[src/cache_pkg.sv]
// cache geometry constants, vector types and the one-hot way encoder
`default_nettype none

package cache_pkg;

  // geometry of the L1 data cache
  localparam int unsigned NumWays    = 4;
  localparam int unsigned NumSets    = 64;
  localparam int unsigned NumBanks   = 2;
  localparam int unsigned IdxWidth   = 6;
  localparam int unsigned TagWidth   = 20;
  localparam int unsigned OffWidth   = 4;
  localparam int unsigned WordWidth  = 64;
  // offset bit 3 picks the 8-byte bank inside a 16-byte line
  localparam int unsigned BankBitPos = 3;

  // derived widths
  localparam int unsigned WayIdxWidth  = $clog2(NumWays);
  localparam int unsigned BankSelWidth = $clog2(NumBanks);
  localparam int unsigned BeWidth      = WordWidth / 8;
  localparam int unsigned LineWidth    = NumBanks * WordWidth;

  typedef logic [IdxWidth-1:0]     idx_t;
  typedef logic [TagWidth-1:0]     tag_t;
  typedef logic [OffWidth-1:0]     off_t;
  typedef logic [WordWidth-1:0]    word_t;
  typedef logic [BeWidth-1:0]      be_t;
  typedef logic [LineWidth-1:0]    line_t;
  typedef logic [NumWays-1:0]      way_oh_t;
  typedef logic [WayIdxWidth-1:0]  way_idx_t;
  typedef logic [BankSelWidth-1:0] bank_sel_t;

  // lowest set bit wins, zero maps to way 0
  function automatic way_idx_t oh_to_idx(way_oh_t oh);
    way_idx_t idx;
    idx = '0;
    for (int i = NumWays - 1; i >= 0; i--) begin
      if (oh[i]) begin
        idx = way_idx_t'(i);
      end
    end
    return idx;
  endfunction

endpackage

`default_nettype wire

[src/array_port_if.sv]
// tag and data bank command bundle from the bank scheduler to the arrays
`timescale 1ns/100ps
`default_nettype none

interface array_port_if import cache_pkg::*; ();

  // clocking forwarded by the scheduler
  logic clk;
  logic rst_n;

  // tag and valid arrays with one request per way
  way_oh_t tag_req;
  logic    tag_we;
  idx_t    tag_idx;
  tag_t    tag_wdata;
  logic    tag_wvalid;

  // each data bank holds one word of every way
  logic  [NumBanks-1:0]              bank_req;
  logic  [NumBanks-1:0]              bank_we;
  idx_t  [NumBanks-1:0]              bank_idx;
  be_t   [NumBanks-1:0][NumWays-1:0] bank_be;
  word_t [NumBanks-1:0][NumWays-1:0] bank_wdata;

  modport sched (
    output clk, rst_n, tag_req, tag_we, tag_idx, tag_wdata, tag_wvalid,
    output bank_req, bank_we, bank_idx, bank_be, bank_wdata
  );

  modport mem (
    input clk, rst_n, tag_req, tag_we, tag_idx, tag_wdata, tag_wvalid,
    input bank_req, bank_we, bank_idx, bank_be, bank_wdata
  );

endinterface

`default_nettype wire

[src/lookup_if.sv]
// accepted read lookup passed from the bank scheduler to the hit selector
`timescale 1ns/100ps
`default_nettype none

interface lookup_if import cache_pkg::*; ();

  // vld is high in the cycle a read is acked
  logic vld;
  idx_t idx;
  off_t off;
  tag_t tag;

  modport sched (
    output vld, idx, off, tag
  );

  modport sel (
    input vld, idx, off, tag
  );

endinterface

`default_nettype wire

[src/dcache_bank_sched.sv]
// bank scheduler: fill, read and word write selection with array commands
`timescale 1ns/100ps
`default_nettype none

module dcache_bank_sched import cache_pkg::*; (
  input  wire logic        clk_i,
  input  wire logic        rst_ni,
  // read request
  input  wire logic        rd_req_i,
  input  wire idx_t        rd_idx_i,
  input  wire off_t        rd_off_i,
  input  wire tag_t        rd_tag_i,
  output      logic        rd_ack_o,
  // single word write
  input  wire logic        wr_req_i,
  input  wire idx_t        wr_idx_i,
  input  wire off_t        wr_off_i,
  input  wire way_oh_t     wr_way_i,
  input  wire word_t       wr_data_i,
  input  wire be_t         wr_be_i,
  output      logic        wr_ack_o,
  // line fill
  input  wire logic        fill_req_i,
  input  wire way_oh_t     fill_way_i,
  input  wire idx_t        fill_idx_i,
  input  wire tag_t        fill_tag_i,
  input  wire line_t       fill_data_i,
  input  wire logic        fill_valid_i,
  array_port_if.sched      ap,
  lookup_if.sched          lk
);

  bank_sel_t rd_bank;
  bank_sel_t wr_bank;

  assign rd_bank = rd_off_i[BankBitPos];
  assign wr_bank = wr_off_i[BankBitPos];

  // fills always win, a write only loses its bank to a read
  assign rd_ack_o = rd_req_i & ~fill_req_i;
  assign wr_ack_o = wr_req_i & ~fill_req_i & ~(rd_ack_o & (rd_bank == wr_bank));

  assign ap.clk   = clk_i;
  assign ap.rst_n = rst_ni;

  assign lk.vld = rd_ack_o;
  assign lk.idx = rd_idx_i;
  assign lk.off = rd_off_i;
  assign lk.tag = rd_tag_i;

  //////////////////////////////////////////////////////////////////////
  // array commands
  //////////////////////////////////////////////////////////////////////

  assign ap.tag_we     = fill_req_i;
  assign ap.tag_idx    = fill_req_i ? fill_idx_i : rd_idx_i;
  assign ap.tag_wdata  = fill_tag_i;
  assign ap.tag_wvalid = fill_valid_i;
  assign ap.tag_req    = fill_req_i ? fill_way_i : {NumWays{rd_ack_o}};

  always_comb begin
    ap.bank_req = '0;
    ap.bank_we  = '0;
    for (int k = 0; k < NumBanks; k++) begin
      ap.bank_idx[k] = fill_req_i ? fill_idx_i : wr_idx_i;
      for (int j = 0; j < NumWays; j++) begin
        ap.bank_be[k][j]    = '0;
        ap.bank_wdata[k][j] = fill_req_i ? fill_data_i[k*WordWidth +: WordWidth] : wr_data_i;
      end
    end

    if (fill_req_i) begin
      // whole line into the chosen way
      ap.bank_req = '1;
      ap.bank_we  = '1;
      for (int k = 0; k < NumBanks; k++) begin
        for (int j = 0; j < NumWays; j++) begin
          ap.bank_be[k][j] = {BeWidth{fill_way_i[j]}};
        end
      end
    end else begin
      if (rd_ack_o) begin
        ap.bank_req[rd_bank] = 1'b1;
        ap.bank_idx[rd_bank] = rd_idx_i;
      end
      if (wr_ack_o) begin
        ap.bank_req[wr_bank] = 1'b1;
        ap.bank_we[wr_bank]  = 1'b1;
        for (int j = 0; j < NumWays; j++) begin
          ap.bank_be[wr_bank][j] = wr_way_i[j] ? wr_be_i : '0;
        end
      end
    end
  end

endmodule

`default_nettype wire

[src/flat_wrapper.sv]
// flat-port wrapper written by rule: the top's interface ports become plain ports
module dcache_bank_sched_flat import cache_pkg::*;
  (clk_i, rst_ni, rd_req_i, rd_idx_i, rd_off_i, rd_tag_i, rd_ack_o, wr_req_i, wr_idx_i, wr_off_i, wr_way_i, wr_data_i, wr_be_i, wr_ack_o, fill_req_i, fill_way_i, fill_idx_i, fill_tag_i, fill_data_i, fill_valid_i, ap_clk, ap_rst_n, ap_tag_req, ap_tag_we, ap_tag_idx, ap_tag_wdata, ap_tag_wvalid, ap_bank_req, ap_bank_we, ap_bank_idx, ap_bank_be, ap_bank_wdata, lk_vld, lk_idx, lk_off, lk_tag);
  array_port_if ap_i ();
  lookup_if lk_i ();
  input  wire logic clk_i;
  input  wire logic rst_ni;
  input  wire logic rd_req_i;
  input  wire idx_t rd_idx_i;
  input  wire off_t rd_off_i;
  input  wire tag_t rd_tag_i;
  output      logic rd_ack_o;
  input  wire logic wr_req_i;
  input  wire idx_t wr_idx_i;
  input  wire off_t wr_off_i;
  input  wire way_oh_t wr_way_i;
  input  wire word_t wr_data_i;
  input  wire be_t wr_be_i;
  output      logic wr_ack_o;
  input  wire logic fill_req_i;
  input  wire way_oh_t fill_way_i;
  input  wire idx_t fill_idx_i;
  input  wire tag_t fill_tag_i;
  input  wire line_t fill_data_i;
  input  wire logic fill_valid_i;
  output wire logic [$bits(ap_i.clk)-1:0] ap_clk;
  output wire logic [$bits(ap_i.rst_n)-1:0] ap_rst_n;
  output wire logic [$bits(ap_i.tag_req)-1:0] ap_tag_req;
  output wire logic [$bits(ap_i.tag_we)-1:0] ap_tag_we;
  output wire logic [$bits(ap_i.tag_idx)-1:0] ap_tag_idx;
  output wire logic [$bits(ap_i.tag_wdata)-1:0] ap_tag_wdata;
  output wire logic [$bits(ap_i.tag_wvalid)-1:0] ap_tag_wvalid;
  output wire logic [$bits(ap_i.bank_req)-1:0] ap_bank_req;
  output wire logic [$bits(ap_i.bank_we)-1:0] ap_bank_we;
  output wire logic [$bits(ap_i.bank_idx)-1:0] ap_bank_idx;
  output wire logic [$bits(ap_i.bank_be)-1:0] ap_bank_be;
  output wire logic [$bits(ap_i.bank_wdata)-1:0] ap_bank_wdata;
  output wire logic [$bits(lk_i.vld)-1:0] lk_vld;
  output wire logic [$bits(lk_i.idx)-1:0] lk_idx;
  output wire logic [$bits(lk_i.off)-1:0] lk_off;
  output wire logic [$bits(lk_i.tag)-1:0] lk_tag;
  assign ap_clk = ap_i.clk;
  assign ap_rst_n = ap_i.rst_n;
  assign ap_tag_req = ap_i.tag_req;
  assign ap_tag_we = ap_i.tag_we;
  assign ap_tag_idx = ap_i.tag_idx;
  assign ap_tag_wdata = ap_i.tag_wdata;
  assign ap_tag_wvalid = ap_i.tag_wvalid;
  assign ap_bank_req = ap_i.bank_req;
  assign ap_bank_we = ap_i.bank_we;
  assign ap_bank_idx = ap_i.bank_idx;
  assign ap_bank_be = ap_i.bank_be;
  assign ap_bank_wdata = ap_i.bank_wdata;
  assign lk_vld = lk_i.vld;
  assign lk_idx = lk_i.idx;
  assign lk_off = lk_i.off;
  assign lk_tag = lk_i.tag;
  dcache_bank_sched u_core (.clk_i(clk_i), .rst_ni(rst_ni), .rd_req_i(rd_req_i), .rd_idx_i(rd_idx_i), .rd_off_i(rd_off_i), .rd_tag_i(rd_tag_i), .rd_ack_o(rd_ack_o), .wr_req_i(wr_req_i), .wr_idx_i(wr_idx_i), .wr_off_i(wr_off_i), .wr_way_i(wr_way_i), .wr_data_i(wr_data_i), .wr_be_i(wr_be_i), .wr_ack_o(wr_ack_o), .fill_req_i(fill_req_i), .fill_way_i(fill_way_i), .fill_idx_i(fill_idx_i), .fill_tag_i(fill_tag_i), .fill_data_i(fill_data_i), .fill_valid_i(fill_valid_i), .ap(ap_i), .lk(lk_i));
endmodule
[config.mk]
export PLATFORM = sky130hd
export DESIGN_NAME = dcache_bank_sched_flat
export DESIGN_NICKNAME = d
export VERILOG_FILES = /design/src/cache_pkg.sv /design/src/array_port_if.sv /design/src/lookup_if.sv /design/src/dcache_bank_sched.sv /design/src/flat_wrapper.sv
export SDC_FILE = /design/constraint.sdc
export NUM_CORES = 1
export LEC_CHECK = 0
export ABC_AREA = 1
export BUFFER_PORTS_ARGS = -buffer_cell sky130_fd_sc_hd__buf_4
export CORE_AREA = 2 2 369 371
export DETAILED_ROUTE_END_ITERATION = 7
export DIE_AREA = 0 0 371 373
export PLACE_DENSITY = 0.3
export SYNTH_ARGS = -nofsm -noshare
export SYNTH_HDL_FRONTEND = slang
export SYNTH_SLANG_ARGS = --single-unit
[constraint.sdc]
create_clock -name vclk -period 3
set_clock_uncertainty 0.15 [all_clocks]
set_input_delay 0.9 -clock vclk [all_inputs]
set_output_delay 0.9 -clock vclk [all_outputs]
set_load 0.005 [all_outputs]
---- Word-level counts from Yosys, hierarchy flattened ----
Index checks and enable logic that the tools add are counted.
storage, ports and cells
  memories kept ........................... 0
  input bits .............................. 280
  bits in writable memories ............... 0
  output and inout port bits .............. 659
  bits in latches ......................... 0
  bits in registers ....................... 0
  bits in read-only memories .............. 0
cells by class
  equal/unequal tests ..................... 1
  bitwise logic cells ..................... 8
  divide/modulo/power cells ............... 0
  multiplexer cells ....................... 37
  reduce and logical (&&, ||, !) cells .... 2
  $mul .................................... 0
  shifts and indexed selects .............. 0
  add/subtract/negate cells ............... 0
  magnitude comparators ................... 4
operators with widths
  cell                                                         number
  two-way mux 64 bit                                           4
  bitwise mux 64 bit                                           3
  demux 32 bit (select 1 bit)                                  4
  bitwise AND 64 bit                                           1
  two-way mux 8 bit                                            5
  two-way mux 32 bit                                           1
  two-way mux 12 bit                                           2
  two-way mux 24 bit                                           1
  two-way mux 6 bit                                            3
  two-way mux 16 bit                                           1
  bitwise mux 12 bit                                           1
  two-way mux 2 bit                                            6
  demux 6 bit (select 1 bit)                                   1
  bitwise AND 1 bit                                            4
  less-than comparator 1 x 2 -> 1 bit (second input constant)  2
  two-way mux 4 bit                                            1
  demux 1 bit (select 1 bit)                                   2
  greater-or-equal comparator 1 bit (second input constant)    2
  logical AND 1 bit                                            2
  two-way mux 1 bit                                            2
  inverter 1 bit                                               2
  bitwise OR 2 bit                                             1
  == test 1 bit                                                1

---- Longest topological paths before layout ----
  depth in word-level cells ............... 10
  mapped depth ............................ 8
  mapped depth without buffers ............ 5

---- Least setup slack after synthesis ----
Ideal clock, no wire load.
  path kind ............................... input-to-output
  start ................................... in fill_req_i
  end ..................................... out ap_bank_wdata[113]
  arrival ................................. 1749 ps
  stages .................................. 7
  data required time ...................... 1950 ps
  setup slack ............................. 201 ps
  cell sequence ........................... buf_2 > inv_2 > buf_2 > buf_2 > nand2_1 > nand2_1 > buf_4
on the way
  longest elaborated chain between the ends .. 1
RTL lines
  what                line                RTL
  start: declaration  flat_wrapper.sv:20  input wire logic fill_req_i;
  two-way mux 64 bit  n/a
  end: declaration    flat_wrapper.sv:37  output wire logic [$bits(ap_i.bank_wdata)-1:0] ap_bank_wdata;
Every way passes these cells.

---- Final worst setup path ----
  start ................................... in fill_req_i
  end ..................................... out ap_bank_be[5]
on the way
  longest elaborated chain between the ends .. 7
RTL lines
  what                  line                                              RTL
  inverter 1 bit        dcache_bank_sched.sv:40, dcache_bank_sched.sv:41
  bitwise AND 1 bit     dcache_bank_sched.sv:40                           assign rd_ack_o = rd_req_i & ~fill_req_i;
  bitwise AND 1 bit     dcache_bank_sched.sv:41                           assign wr_ack_o = wr_req_i & ~fill_req_i & ~(rd_ack_o & (rd_bank == wr_bank));
  inverter 1 bit        dcache_bank_sched.sv:41
  bitwise AND 1 bit     dcache_bank_sched.sv:41
  two-way mux 64 bit    dcache_bank_sched.sv:86                           if (wr_ack_o) begin
  two-way mux 64 bit *  dcache_bank_sched.sv:72                           if (fill_req_i) begin
  end: declaration      flat_wrapper.sv:36                                output wire logic [$bits(ap_i.bank_be)-1:0] ap_bank_be;
Mark *: on every way between the ends. The rest lies on a longest branch, timed or not.

==> results by group <==
Worst setup path
  • CP Buf/Inv Count: 5
  • Worst Setup EP: ap_bank_be[5]
  • Worst path cell trace: buf_12 -> buf_16 -> nor2_4 -> buf_12 -> buf_12 -> nand3_1 -> nand2_1 -> buf_4
  • Critical Path Source: fill_req_i
  • Crit-path max FO: 19
  • CP Class: in -> out
  • Top cell by count, worst path: buf_12
  • CP Depth: 8
  • CP endpoint kind: output port
  • Critical path arrival: 1.96 ns
  • Slowest CP cell: buf_12
  • Slowest stage delay, CP: 0.19 ns
  • Type of origin of the critical path: input pin
  • Critical path's top delay family: buffers and inverters
  • Worst EP required: 1.95 ns

Power and ir drop
  • Clock network power share: 0%
  • Int Power: 1390 µW
  • Net Switching: 1160 µW
  • Sequential power share: 0%
  • Fraction of power spent switching nets: 45.4%
  • Comb power frac: 100.0%
  • Leak: 0.00713 µW
  • Peak supply drop: 0.0000506 V
  • Power Density: 187 nW/µm²

Floorplanning
  • IO Pins: 939
  • Die Ht: 373 µm
  • Initial core utilization: 4.50%
  • Placement row count: 135
  • Core area: 135000 µm²
  • Die ar.: 138000 µm²
  • Chip Width: 371 µm

Timing
  • Fin worst setup slack: -0.00895 ns
  • Crit share post-route: 100%
  • Max Clk Rate: 332 MHz
  • RSZ-0062 raised after global routing: true
  • Hold slack: 1.65 ns
  • Relative slew margins: 71.3%
  • Min cycle time layout: 3.01 ns
  • Final slew viol count: 0
  • Setup TNS: -0.0163 ns
  • Setup violations, final: 4
  • Final hold violations: 0
  • Worst-Margin Slew: 0.431 ns

Global route
  • First-pass GRT wire length: 81700 µm
  • Global route overflow: 0
  • Pin count of the biggest net entering global routing: 41
  • Global Route Usage Sum: 8.99%
  • Number of global-route vias before repair: 7932
  • Initial antenna violation count: 37

Final layout
  • Reg area: 0 µm²
  • Clock buffers: 0
  • Layout net count: 1898
  • Footprint of the multi-input gates: 2720 µm²
  • Share of post-route cells with drive strength above 1: 66.2%
  • Sequential cells: 0
  • Commonest non-fill, non-tap cells in the layout: buf_4, nand2_1, buf_12
  • Area grow syn2layout: 125%
  • Fillcell total: 15.8k
  • Most common cell after layout, fill and taps aside: buf_4

Placed design
  • Placer's final routability congestion estimate: 0.811
  • Post-DP HPWL: 62300 µm
  • IO buf count: 844

Detailed routing
  • DR vias/cell: 2.51
  • Vias: 8531
  • Initial DRC Count: 358
  • DRC errors left: 0
  • Drt total wl: 68000 µm
  • Drt first pass iters: 5
  • Post-DR wirelength/cell: 20.0 µm
  • ANT nets after route: 0

Outcome
  • Violated checks: negative setup slack
  • Run status: finished with violations

Hold path
  • Worst hold-check path type: in -> out
  • Hold path startpoint: rd_tag_i[0]
  • Hold Path Cell Cnt: 0

Synthesis
  • Net Count, Synth: 1401
  • Cells after synthesis: 1121
  • Yosys warning count: 0
  • Post-synth cell types: 14
  • Syn avg cell area: 5.40 µm²
  • Mapped Area: 6050 µm²
  • Sequential element share of the synthesized area: 0%

Clock tree
  • # hold bufs at CTS: 0

Job
  • Total of max-cap violations: 0
final cells by class:
type | instances | area share, %
repair buffers | 989 | 63.2
diodes | 2 | 0.0367
inverters | 13 | 0.469
multi-input cells | 614 | 19.9
well taps | 1781 | 16.4
power by group through the flow:
stage	registers, µW	logic [µW]	clock network [µW]
after floorplan	0	1090	0
after global placement	0	2530	0
after detailed placement	0	2510	0
after CTS	0	2560	0
after global routing	0	2750	0.0000271
final	0	2550	0.0000500
what timing repair did:
item,CTS,global route
setup buffers,4,5
resized for setup,49,65
pin swaps,2,7
cloned,1,5
setup endpoints to repair,244,265
metal layers:
| metal | vias to the layer above | track usage, % | routed length [µm] |
|---|---|---|---|
| met5 | - | 0 | 104 |
| met4 | 18 | 0.344 | 769 |
| met3 | 75 | 2.73 | 5730 |
| met2 | 527 | 17.4 | 35700 |
| met1 | 3942 | 9.90 | 25700 |
| li1 | 3969 | - | - |
worst min-delay path by stage:
stage	to
CTS	ap_tag_wdata[12]
global placement	ap_tag_wdata[12]
detailed placement	ap_tag_wdata[12]
global route	lk_tag[0]
floorplan	lk_vld
finish	lk_tag[0]
metrics by stage:
step                      cell area (µm²)  std cells  power [µW]  util (%)  setup slack [ns]
final                               13600       3399        2550      10.1          -0.00895
after global routing                13600       3398        2750      10.1           -0.0818
after CTS                           13200       3387        2560      9.82           -0.0719
after detailed placement            13000       3382        2510      9.65            -0.267
after global placement              13000       3382        2530      9.65            -0.230
after floorplan                      6050       1121        1090         -             0.201
cell families (layout without fill, tap and decap cells):
logic type	count (synthesis)	in the layout	synth area share, %
simple gates	596	596	38.4
compound gates	18	18	1.49
other cells	0	2	0
buf+inv	507	1002	60.1
cells in the mapped netlist:
cell type  number  area, µm²
inv_1          11       41.3
buf_6           5       56.3
o21ai_1        16       80.1
buf_4         440       3300
o21ai_0         2       10.0
buf_2          33        165
clkbuf_1       15       56.3
inv_4           1       6.26
inv_2           1       3.75
nand3_1        69        345
nor2_1         65        244
nor2_2          1       6.26
buf_1           1       3.75
nand2_1       461       1730
Power figures use the tool's default switching activity.
