<file path="src/cache_pkg.sv">
// cache geometry constants, vector types and the one-hot way encoder
`default_nettype none

package cache_pkg;

  // geometry of the L1 data cache
  localparam int unsigned NumWays    = 4;
  localparam int unsigned NumSets    = 64;
  localparam int unsigned NumBanks   = 2;
  localparam int unsigned IdxWidth   = 6;
  localparam int unsigned TagWidth   = 20;
  localparam int unsigned OffWidth   = 4;
  localparam int unsigned WordWidth  = 64;
  // offset bit 3 picks the 8-byte bank inside a 16-byte line
  localparam int unsigned BankBitPos = 3;

  // derived widths
  localparam int unsigned WayIdxWidth  = $clog2(NumWays);
  localparam int unsigned BankSelWidth = $clog2(NumBanks);
  localparam int unsigned BeWidth      = WordWidth / 8;
  localparam int unsigned LineWidth    = NumBanks * WordWidth;

  typedef logic [IdxWidth-1:0]     idx_t;
  typedef logic [TagWidth-1:0]     tag_t;
  typedef logic [OffWidth-1:0]     off_t;
  typedef logic [WordWidth-1:0]    word_t;
  typedef logic [BeWidth-1:0]      be_t;
  typedef logic [LineWidth-1:0]    line_t;
  typedef logic [NumWays-1:0]      way_oh_t;
  typedef logic [WayIdxWidth-1:0]  way_idx_t;
  typedef logic [BankSelWidth-1:0] bank_sel_t;

  // lowest set bit wins, zero maps to way 0
  function automatic way_idx_t oh_to_idx(way_oh_t oh);
    way_idx_t idx;
    idx = '0;
    for (int i = NumWays - 1; i >= 0; i--) begin
      if (oh[i]) begin
        idx = way_idx_t'(i);
      end
    end
    return idx;
  endfunction

endpackage

`default_nettype wire

</file>
<file path="src/lookup_if.sv">
// accepted read lookup passed from the bank scheduler to the hit selector
`timescale 1ns/100ps
`default_nettype none

interface lookup_if import cache_pkg::*; ();

  // vld is high in the cycle a read is acked
  logic vld;
  idx_t idx;
  off_t off;
  tag_t tag;

  modport sched (
    output vld, idx, off, tag
  );

  modport sel (
    input vld, idx, off, tag
  );

endinterface

`default_nettype wire

</file>
<file path="src/dcache_hit_sel.sv">
// hit selector: registered lookup, tag compare, way encode and data mux
`timescale 1ns/100ps
`default_nettype none

module dcache_hit_sel import cache_pkg::*; (
  input  wire logic                              clk_i,
  input  wire logic                              rst_ni,
  lookup_if.sel                                  lk,
  input  wire tag_t  [NumWays-1:0]               tag_rdata_i,
  input  wire way_oh_t                           vld_rdata_i,
  input  wire word_t [NumBanks-1:0][NumWays-1:0] bank_rdata_i,
  output      logic                              rd_vld_o,
  output      logic                              rd_hit_o,
  output      way_oh_t                           rd_hit_oh_o,
  output      way_idx_t                          rd_hit_way_o,
  output      idx_t                              rd_hit_idx_o,
  output      word_t                             rd_data_o
);

  logic      lk_vld_q;
  idx_t      lk_idx_q;
  bank_sel_t lk_bank_q;
  tag_t      lk_tag_q;
  way_oh_t   hit_oh;
  way_idx_t  hit_way;

  //////////////////////////////////////////////////////////////////////
  // lookup register
  //////////////////////////////////////////////////////////////////////

  always_ff @(posedge clk_i or negedge rst_ni) begin
    if (!rst_ni) begin
      lk_vld_q <= 1'b0;
    end else begin
      lk_vld_q <= lk.vld;
    end
  end

  // address and tag of the accepted lookup
  always_ff @(posedge clk_i) begin
    if (lk.vld) begin
      lk_idx_q  <= lk.idx;
      lk_bank_q <= lk.off[BankBitPos];
      lk_tag_q  <= lk.tag;
    end
  end

  //////////////////////////////////////////////////////////////////////
  // tag compare and readout
  //////////////////////////////////////////////////////////////////////

  always_comb begin
    for (int w = 0; w < NumWays; w++) begin
      hit_oh[w] = lk_vld_q & vld_rdata_i[w] & (tag_rdata_i[w] == lk_tag_q);
    end
  end

  // the lowest hitting way supplies the data
  assign hit_way = oh_to_idx(hit_oh);

  assign rd_vld_o     = lk_vld_q;
  assign rd_hit_o     = |hit_oh;
  assign rd_hit_oh_o  = hit_oh;
  assign rd_hit_way_o = hit_way;
  assign rd_hit_idx_o = lk_idx_q;
  // word of the hitting way from the bank that was read
  assign rd_data_o    = bank_rdata_i[lk_bank_q][hit_way];

endmodule

`default_nettype wire

</file>
<file path="src/flat_wrapper.sv">
// flat-port wrapper written by rule: the top's interface ports become plain ports
module dcache_hit_sel_flat import cache_pkg::*;
  (clk_i, rst_ni, tag_rdata_i, vld_rdata_i, bank_rdata_i, rd_vld_o, rd_hit_o, rd_hit_oh_o, rd_hit_way_o, rd_hit_idx_o, rd_data_o, lk_vld, lk_idx, lk_off, lk_tag);
  lookup_if lk_i ();
  input  wire logic clk_i;
  input  wire logic rst_ni;
  input  wire tag_t  [NumWays-1:0] tag_rdata_i;
  input  wire way_oh_t vld_rdata_i;
  input  wire word_t [NumBanks-1:0][NumWays-1:0] bank_rdata_i;
  output      logic rd_vld_o;
  output      logic rd_hit_o;
  output      way_oh_t rd_hit_oh_o;
  output      way_idx_t rd_hit_way_o;
  output      idx_t rd_hit_idx_o;
  output      word_t rd_data_o;
  input wire logic [$bits(lk_i.vld)-1:0] lk_vld;
  input wire logic [$bits(lk_i.idx)-1:0] lk_idx;
  input wire logic [$bits(lk_i.off)-1:0] lk_off;
  input wire logic [$bits(lk_i.tag)-1:0] lk_tag;
  assign lk_i.vld = lk_vld;
  assign lk_i.idx = lk_idx;
  assign lk_i.off = lk_off;
  assign lk_i.tag = lk_tag;
  dcache_hit_sel u_core (.clk_i(clk_i), .rst_ni(rst_ni), .lk(lk_i), .tag_rdata_i(tag_rdata_i), .vld_rdata_i(vld_rdata_i), .bank_rdata_i(bank_rdata_i), .rd_vld_o(rd_vld_o), .rd_hit_o(rd_hit_o), .rd_hit_oh_o(rd_hit_oh_o), .rd_hit_way_o(rd_hit_way_o), .rd_hit_idx_o(rd_hit_idx_o), .rd_data_o(rd_data_o));
endmodule
</file>
<file path="config.mk">
export PLATFORM = sky130hd
export DESIGN_NAME = dcache_hit_sel_flat
export DESIGN_NICKNAME = d
export VERILOG_FILES = /design/src/cache_pkg.sv /design/src/lookup_if.sv /design/src/dcache_hit_sel.sv /design/src/flat_wrapper.sv
export SDC_FILE = /design/constraint.sdc
export NUM_CORES = 1
export LEC_CHECK = 0
export BUFFER_PORTS_ARGS = -buffer_cell sky130_fd_sc_hd__buf_2
export CORE_AREA = 8 8 267 269
export CTS_CLUSTER_DIAMETER = 120
export DETAILED_ROUTE_END_ITERATION = 10
export DIE_AREA = 0 0 275 277
export PLACE_DENSITY = 0.36
export SLEW_MARGIN = 20
export SYNTH_ARGS = -nofsm -noshare
export SYNTH_HDL_FRONTEND = slang
export SYNTH_SLANG_ARGS = --single-unit
</file>
<file path="constraint.sdc">
create_clock -name clk_i -period 5.91 [get_ports clk_i]
set_clock_uncertainty 0.2 [all_clocks]
set_input_delay 1.182 -clock clk_i [delete_from_list [all_inputs] [get_ports clk_i]]
set_output_delay 1.182 -clock clk_i [all_outputs]
set_load 0.05 [all_outputs]
</file>
-- Yosys cells after proc, flatten, opt, wreduce, memory -nomap -nowiden
Index checks and enable logic that the tools add are counted.
- register bits: 28
- input bits: 629
- output and inout bits: 78
- $lt $le $gt $ge: 2
- eq/ne operators: 4
- multiplexer cells: 8
- bitwise operators: 8
- reduce and logical (&&, ||, !) cells: 1
- operators with widths (kind ; number):
    $mux 256 ; 2
    $bmux 64 s2 ; 1
    $eq 20x20->1 ; 4
    $mux 64 ; 1
    $and 1x1->1 ; 8
    $mux 2 ; 4
    $reduce_or 4->1 ; 1
    $lt 2x3->1 const B ; 1
    $lt 1x2->1 const B ; 1

-- Depth between registers and ports, before layout
Gate-level depths: netlist of run 1.
- word-level depth: 8
- gate-level depth with buffers: 9
- gate-level depth less buffers: 7

-- Worst setup path before layout of run 1
Ideal clock, no wire load.
- path type: in2out
- start: input tag_rdata_i[48] (netlist bit)
- end: output rd_hit_way_o[1]
- arrival: 3.789 ns
- data required time: 4.528 ns
- path slack: 0.739 ns
- stages: 8
- path buffers: 1
- path through: xnor2_1 > nand4_1 > nor4_1 > nand2_1 > inv_1 > clkbuf_1 > nor2_1 > nor3_1
- word-level cells in the longest chain between the ends: 5
- RTL lines (element ; RTL line ; text):
    from (decl) ; flat_wrapper.sv:7 ; input wire tag_t [NumWays-1:0] tag_rdata_i;
    $eq 20x20->1 ; dcache_hit_sel.sv:54 ; hit_oh[w] = lk_vld_q & vld_rdata_i[w] & (tag_rdata_i[w] == lk_tag_q);
    $and 1x1->1 ; dcache_hit_sel.sv:54 ;
    named net rd_hit_oh_o[2] ; flat_wrapper.sv:12 ; output way_oh_t rd_hit_oh_o;
    $mux 2 (3 in a row) ; cache_pkg.sv:38 ; if (oh[i]) begin
    to (decl) ; flat_wrapper.sv:13 ; output way_idx_t rd_hit_way_o;
The timed path passes the listed nets, and every way through them passes these cells.

-- Worst setup path in the final report of run 1
- start: input tag_rdata_i[51] (netlist bit)
- end: output rd_data_o[61]
- word-level cells in the longest chain between the ends: 7
- RTL lines (element ; RTL line ; text):
    $eq 20x20->1 ; dcache_hit_sel.sv:54 ;
    $and 1x1->1 ; dcache_hit_sel.sv:54 ;
    $mux 2 (3 in a row) ; cache_pkg.sv:38 ;
    $bmux 64 s2 ; dcache_hit_sel.sv:67 ; assign rd_data_o = bank_rdata_i[lk_bank_q][hit_way];
    $mux 64 (implied by the code) ; dcache_hit_sel.sv:67 ;
    to (decl) ; flat_wrapper.sv:15 ; output word_t rd_data_o;
Every way passes these cells. The select of a mux whose other input is x is not followed.

==> results of run 1 <==
[through the flow]
step	util [%]	setup slack, ns	hold slack [ns]	cells
after global routing	17.1	0.521	0.471	2334
after floorplan	-	0.739	0.686	820
final	17.1	0.725	0.478	2337
after global placement	17.0	0.693	0.770	2329
after CTS	17.1	0.672	0.473	2333
after detailed placement	17.0	0.678	0.769	2329
[registers in the layout (all words and copies together) (netlist names)]
register	count
u_core.lk_bank_q	1
u_core.lk_tag_q	20
u_core.rd_hit_idx_o	6
u_core.rd_vld_o	1
[final timing paths]
kind                                 endpoint             from
min in group clk_i         u_core.lk_tag_q[8]        lk_tag[8]
min                           u_core.rd_vld_o           rst_ni
max                             rd_data_o[61]  tag_rdata_i[51]
max in group asynchronous     u_core.rd_vld_o           rst_ni
[routing by layer]
layer | vias up | wire length [µm] | GRT usage, %
met5 | - | 37 | 0
met4 | 6 | 1150 | 2.77
met1 | 4338 | 19400 | 13.4
li1 | 4462 | - | -
met3 | 50 | 3610 | 2.43
met2 | 440 | 26000 | 22.9
[kinds of logic (layout without fill, tap and decap cells)]
group | after synthesis | after routing | share of synthesized area, %
AND/OR/NAND/NOR | 230 | 230 | 16.1
XOR/XNOR | 80 | 80 | 10.3
multiplexers | 256 | 256 | 38.9
AO/OA/AOI/OAI | 131 | 131 | 16.2
flip-flops | 28 | 28 | 12.3
other | 0 | 4 | 0
buffers and inverters | 95 | 735 | 6.15
[cell type report]
| type | count | area [µm²] |
|---|---|---|
| fill | 7597 | 55400 |
| antenna | 4 | 10.0 |
| multi-input combinational | 697 | 5570 |
| clock buffer | 3 | 75.1 |
| tap | 873 | 1090 |
| inverter | 4 | 16.3 |
| sequential | 28 | 836 |
| clock inverter | 1 | 30.0 |
| timing repair buffer | 727 | 3820 |
[cells in the final DEF, fill, tap and decap left out, types with 4 or more instances in the layout]
master     instances
nand4_1           12
buf_2            700
nor4_1             9
nand2_1           67
xor2_1            39
nand3_1           68
o211ai_2           4
diode_2            4
o211ai_1          60
mux2_2            64
buf_12             9
buf_4             18
edfxtp_1          27
mux2i_1          192
o2111ai_1         64
nor3_1            68
xnor2_1           41
[report_power, final]
group | internal [mW] | total [mW] | switching [mW]
clock | 0.135 | 0.208 | 0.0728
combinational | 0.361 | 0.795 | 0.434
sequential | 0.236 | 0.265 | 0.0294
total | 0.732 | 1.27 | 0.536
[critical path: cells and delay by family]
kind / cells / cell delay, ns
xor+xnor: 1 / 0.16
compound gates: 2 / 0.61
simple gates: 3 / 0.88
buf+inv: 4 / 0.95
==> flow_summary.yaml, run 1 <==
placed_design:
  io_buffer_count: 703
  hpwlAfterDp_mm: 43.1
  routabilityCongestion: 0.918
  dpl-instance-area_um2: 11300
timing:
  setup_viol: 0
  worst-slew-pin-transition_ns: 0.976
  max_freq_mhz: 193
  rsz0062_at_grt: "false"
  slew_headroom_pct: 34.9
  slew_violations: 0
  fin_crit_sh_pct: 87.7
  period_needed_ns: 5.19
  fin_tns_setup_ns: 0
  hold_violations: 0
yosys:
  netlist_top_cells_area: "mux2i_1 28%, edfxtp_1 12%, mux2_2 11%"
  synth-edff-count: 27
  yosysMostFrequentCell: "mux2i_1"
  yosysTopAreaCell: "mux2i_1"
  mappedNetlistNets: 1449
  yosysUniqueCellTypes: 25
  synthesis.area_um2: 6790
  synth_common_cells: "192 x mux2i_1, 68 x nand2_1, 68 x nand3_1, 68 x nor3_1, 67 x clkbuf_1"
  yosysWarnings: 0
  netlist.area_leader.share_pct: 28.3
  ys_seq_elements: 28
  syn-mean-instance-area_um2: 8.28
  synth_flop_cell: "edfxtp_1"
  synth_seq_area_share_pct: 12.3
  syn_inst: 820
  synthArstFlopShare_pct: 3.57
grt:
  grtUsageTotal_pct: 12.0
  overflow: 0
  grt_max_degree: 113
  antenna_found_initial: 7
  grt_pass1_vias: 10319
  grt_pass1_wl_mm: 69.6
cells_and_area:
  area_growth_pct: 68.6
  drive_gt1_share_pct: 55.3
  fin_area_um2: 11400
  fin_nets: 2090
routing:
  first_pass_iters: 4
  antenna_left: 0
  vias: 9296
  routed_via_density: 3.98
  wl_mm: 50.2
  drt_iter0_markers: 398
  wl_per_cell_um: 21.5
  drc_errors: 0
cts:
  postCtsSetupRepairBufs: 0
  cts-buffers-inserted: 3
  hold_buffers: 0
  clk_pin_slew_ns: 0.07
  cts.path.max_buffers: 2
  cts_num_sinks: 28
  cts-root-buf: "clkbuf_16"
  postCtsResizedCells: 0
  h-tree-depth: 1
  cts_tree: "built"
flow_run:
  maxCapViolations: 0
worst_setup_path:
  crit_path_top_delay_cell: "nor4_2"
  worstPathRequired_ns: 4.53
  crit_fanout: 34
  crit_path_frequent_cell: "buf_2"
  critical-path-max-stage-delay_ns: 0.45
  critPathArrivalTime_ns: 3.80
  criticalPathCategory: "in2out"
  cp-end-kind: "output port"
  path_cells: "buf_2 -> xnor2_1 -> nand3_1 -> nor4_2 -> nand2_1 -> clkinv_2 -> buf_4 -> o2111ai_1 -> o211ai_1 -> buf_2"
  startpoint_type: "input port"
floorplanning:
  dieWidth_um: 275
  core-area_um2: 66800
  num_rows: 95
  start_util_pct: 10.2
  die_height_um: 277
  die_area_um2: 76200
  ios: 707
min_path:
  hold_path.class: "in2async"
power_and_ir_drop:
  power_mw: 1.27
  powerDensity_nw_per_um2: 111
  peakVddDrop_mv: 0.131
  p_leak_nw: 5.17
outcome:
  status: "completed"
(Power assumes the default switching activity.)
==> run 2, diff against run 1 <==
==> constraint.sdc (replaced) <==
create_clock -name clk_i -period 5.91 [get_ports clk_i]
set_clock_uncertainty 0.2 [all_clocks]
set_input_delay 1.182 -clock clk_i [delete_from_list [all_inputs] [get_ports clk_i]]
set_output_delay 1.182 -clock clk_i [all_outputs]
set_load 0.02 [all_outputs]
==> run 2 against run 1 <==
Against the previous run:
- die area did not move
- utilization fell by 0.073 points
- sequential share of layout area barely moved
- final area fell by 0.43%
- non-clock buffer count fell by 4
- global-route usage rose by 0.13 points
- critical path type unchanged
- critical endpoint unchanged
==> flow_summary.yaml, run 2 (synthesis results as in run 1) <==
cells_and_area:
  final_cell_mix: "703 x buf_2, 192 x mux2i_1, 68 x nor3_1, 68 x nand3_1, 67 x nand2_1"
  largest_reg_flops: 20
  area_growth_pct: 67.8
  instances_no_fill: 2330
  fin_area_um2: 11400
  drive_gt1_share_pct: 55.2
  fin_nets: 2086
  seqCellArea_um2: 836
  multi_input_area_um2: 5570
  final_common_cell: "buf_2"
  fillers: 7714
  largest-register: "u_core.lk_tag_q"
timing:
  period_needed_ns: 5.29
  hold_violations: 0
  setup_viol: 0
  fin_tns_setup_ns: 0
  hold_ws_ns: 0.473
  slew_headroom_pct: 29.3
  fin_crit_sh_pct: 89.5
  slew_violations: 0
  max_freq_mhz: 189
  setup_ws_ns: 0.620
  worst-slew-pin-transition_ns: 1.03
  rsz0062_at_grt: "false"
routing:
  routed_via_density: 4.04
  wl_mm: 50.8
  antenna_left: 0
  drt_iter0_markers: 345
  first_pass_iters: 4
  wl_per_cell_um: 21.8
  drc_errors: 0
  vias: 9403
worst_setup_path:
  worstPathRequired_ns: 4.53
  cp-end-kind: "output port"
  crit_fanout: 67
  worstSetupEndpoint: "rd_data_o[61]"
  startpoint: "tag_rdata_i[38]"
  startpoint_type: "input port"
  criticalPathCategory: "in2out"
  critPathArrivalTime_ns: 3.91
floorplanning:
  die_area_um2: 76200
  ios: 707
  dieWidth_um: 275
  die_height_um: 277
  num_rows: 95
  core-area_um2: 66800
  start_util_pct: 10.2
cts:
  cts-buffers-inserted: 3
  cts.path.max_buffers: 2
  clk_pin_slew_ns: 0.07
  cts-root-buf: "clkbuf_16"
  cts_tree: "built"
  postCtsSetupRepairBufs: 0
  hold_buffers: 0
  h-tree-depth: 1
  cts_num_sinks: 28
  postCtsResizedCells: 0
min_path:
  hold_path.class: "in2async"
grt:
  grt_max_degree: 96
  grt_pass1_wl_mm: 70.2
  grtUsageTotal_pct: 12.1
  antenna_found_initial: 10
  overflow: 0
  grt_pass1_vias: 10201
power_and_ir_drop:
  powerDensity_nw_per_um2: 99.3
  p_leak_nw: 5.15
  peakVddDrop_mv: 0.123
placed_design:
  hpwlAfterDp_mm: 42.2
  place_ws_ns: 0.549
  dpl.cell_count: 2325
  routabilityCongestion: 0.892
  dpl-instance-area_um2: 11300
  io_buffer_count: 703
flow_run:
  maxCapViolations: 0
outcome:
  status: "completed"
-- run 2: power by group --
part | internal, mW | leakage, nW | switching (mW) | total, mW
logic | 0.355 | 4.83 | 0.334 | 0.689
registers | 0.236 | 0.276 | 0.0310 | 0.267
clock network | 0.104 | 0.0442 | 0.0712 | 0.175
-- run 2: how the worst min path moves through the flow --
stage                      end  cells after the start    from  slack, ns
2_1_floorplan  u_core.rd_vld_o                      0  rst_ni       0.69
3_3_place_gp   u_core.rd_vld_o                      1  rst_ni       0.77
3_5_place_dp   u_core.rd_vld_o                      1  rst_ni       0.76
4_1_cts        u_core.rd_vld_o                      1  rst_ni       0.47
5_1_grt        u_core.rd_vld_o                      1  rst_ni       0.47
6_report       u_core.rd_vld_o                      1  rst_ni       0.47
-- run 2: final cells by class --
cell class | count | area share (%)
diodes | 1 | 0.0220
clock buffers | 4 | 0.779
inverters | 4 | 0.143
multi-input cells | 697 | 48.9
flip-flops and latches | 28 | 7.33
well taps | 873 | 9.58
repair buffers | 723 | 33.3
-- run 2: critical path, stage by stage --
cell	delay, ns
buf_2	0.10
xor2_1	0.13
nor4_1	0.59
nand4_1	0.28
or2_4	0.33
buf_4	0.41
o2111ai_1	0.42
o211ai_1	0.21
buf_2	0.23
-- run 2: per-layer routing --
metal | global-route usage [%] | vias to the layer above | part of all wire (%)
met5 | 0 | - | 0.15
met4 | 2.43 | 12 | 2.2
met3 | 2.58 | 48 | 8.0
met2 | 23.0 | 486 | 51
met1 | 13.7 | 4399 | 38
li1 | - | 4458 | -
-- run 2: through the flow --
step / util [%] / power (mW)
5_1_grt: 17.1 / 1.19
3_5_place_dp: 16.9 / 0.968
4_1_cts: 17.1 / 1.15
6_report: 17.1 / 1.13
2_1_floorplan: - / 0.604
3_3_place_gp: 16.9 / 0.970
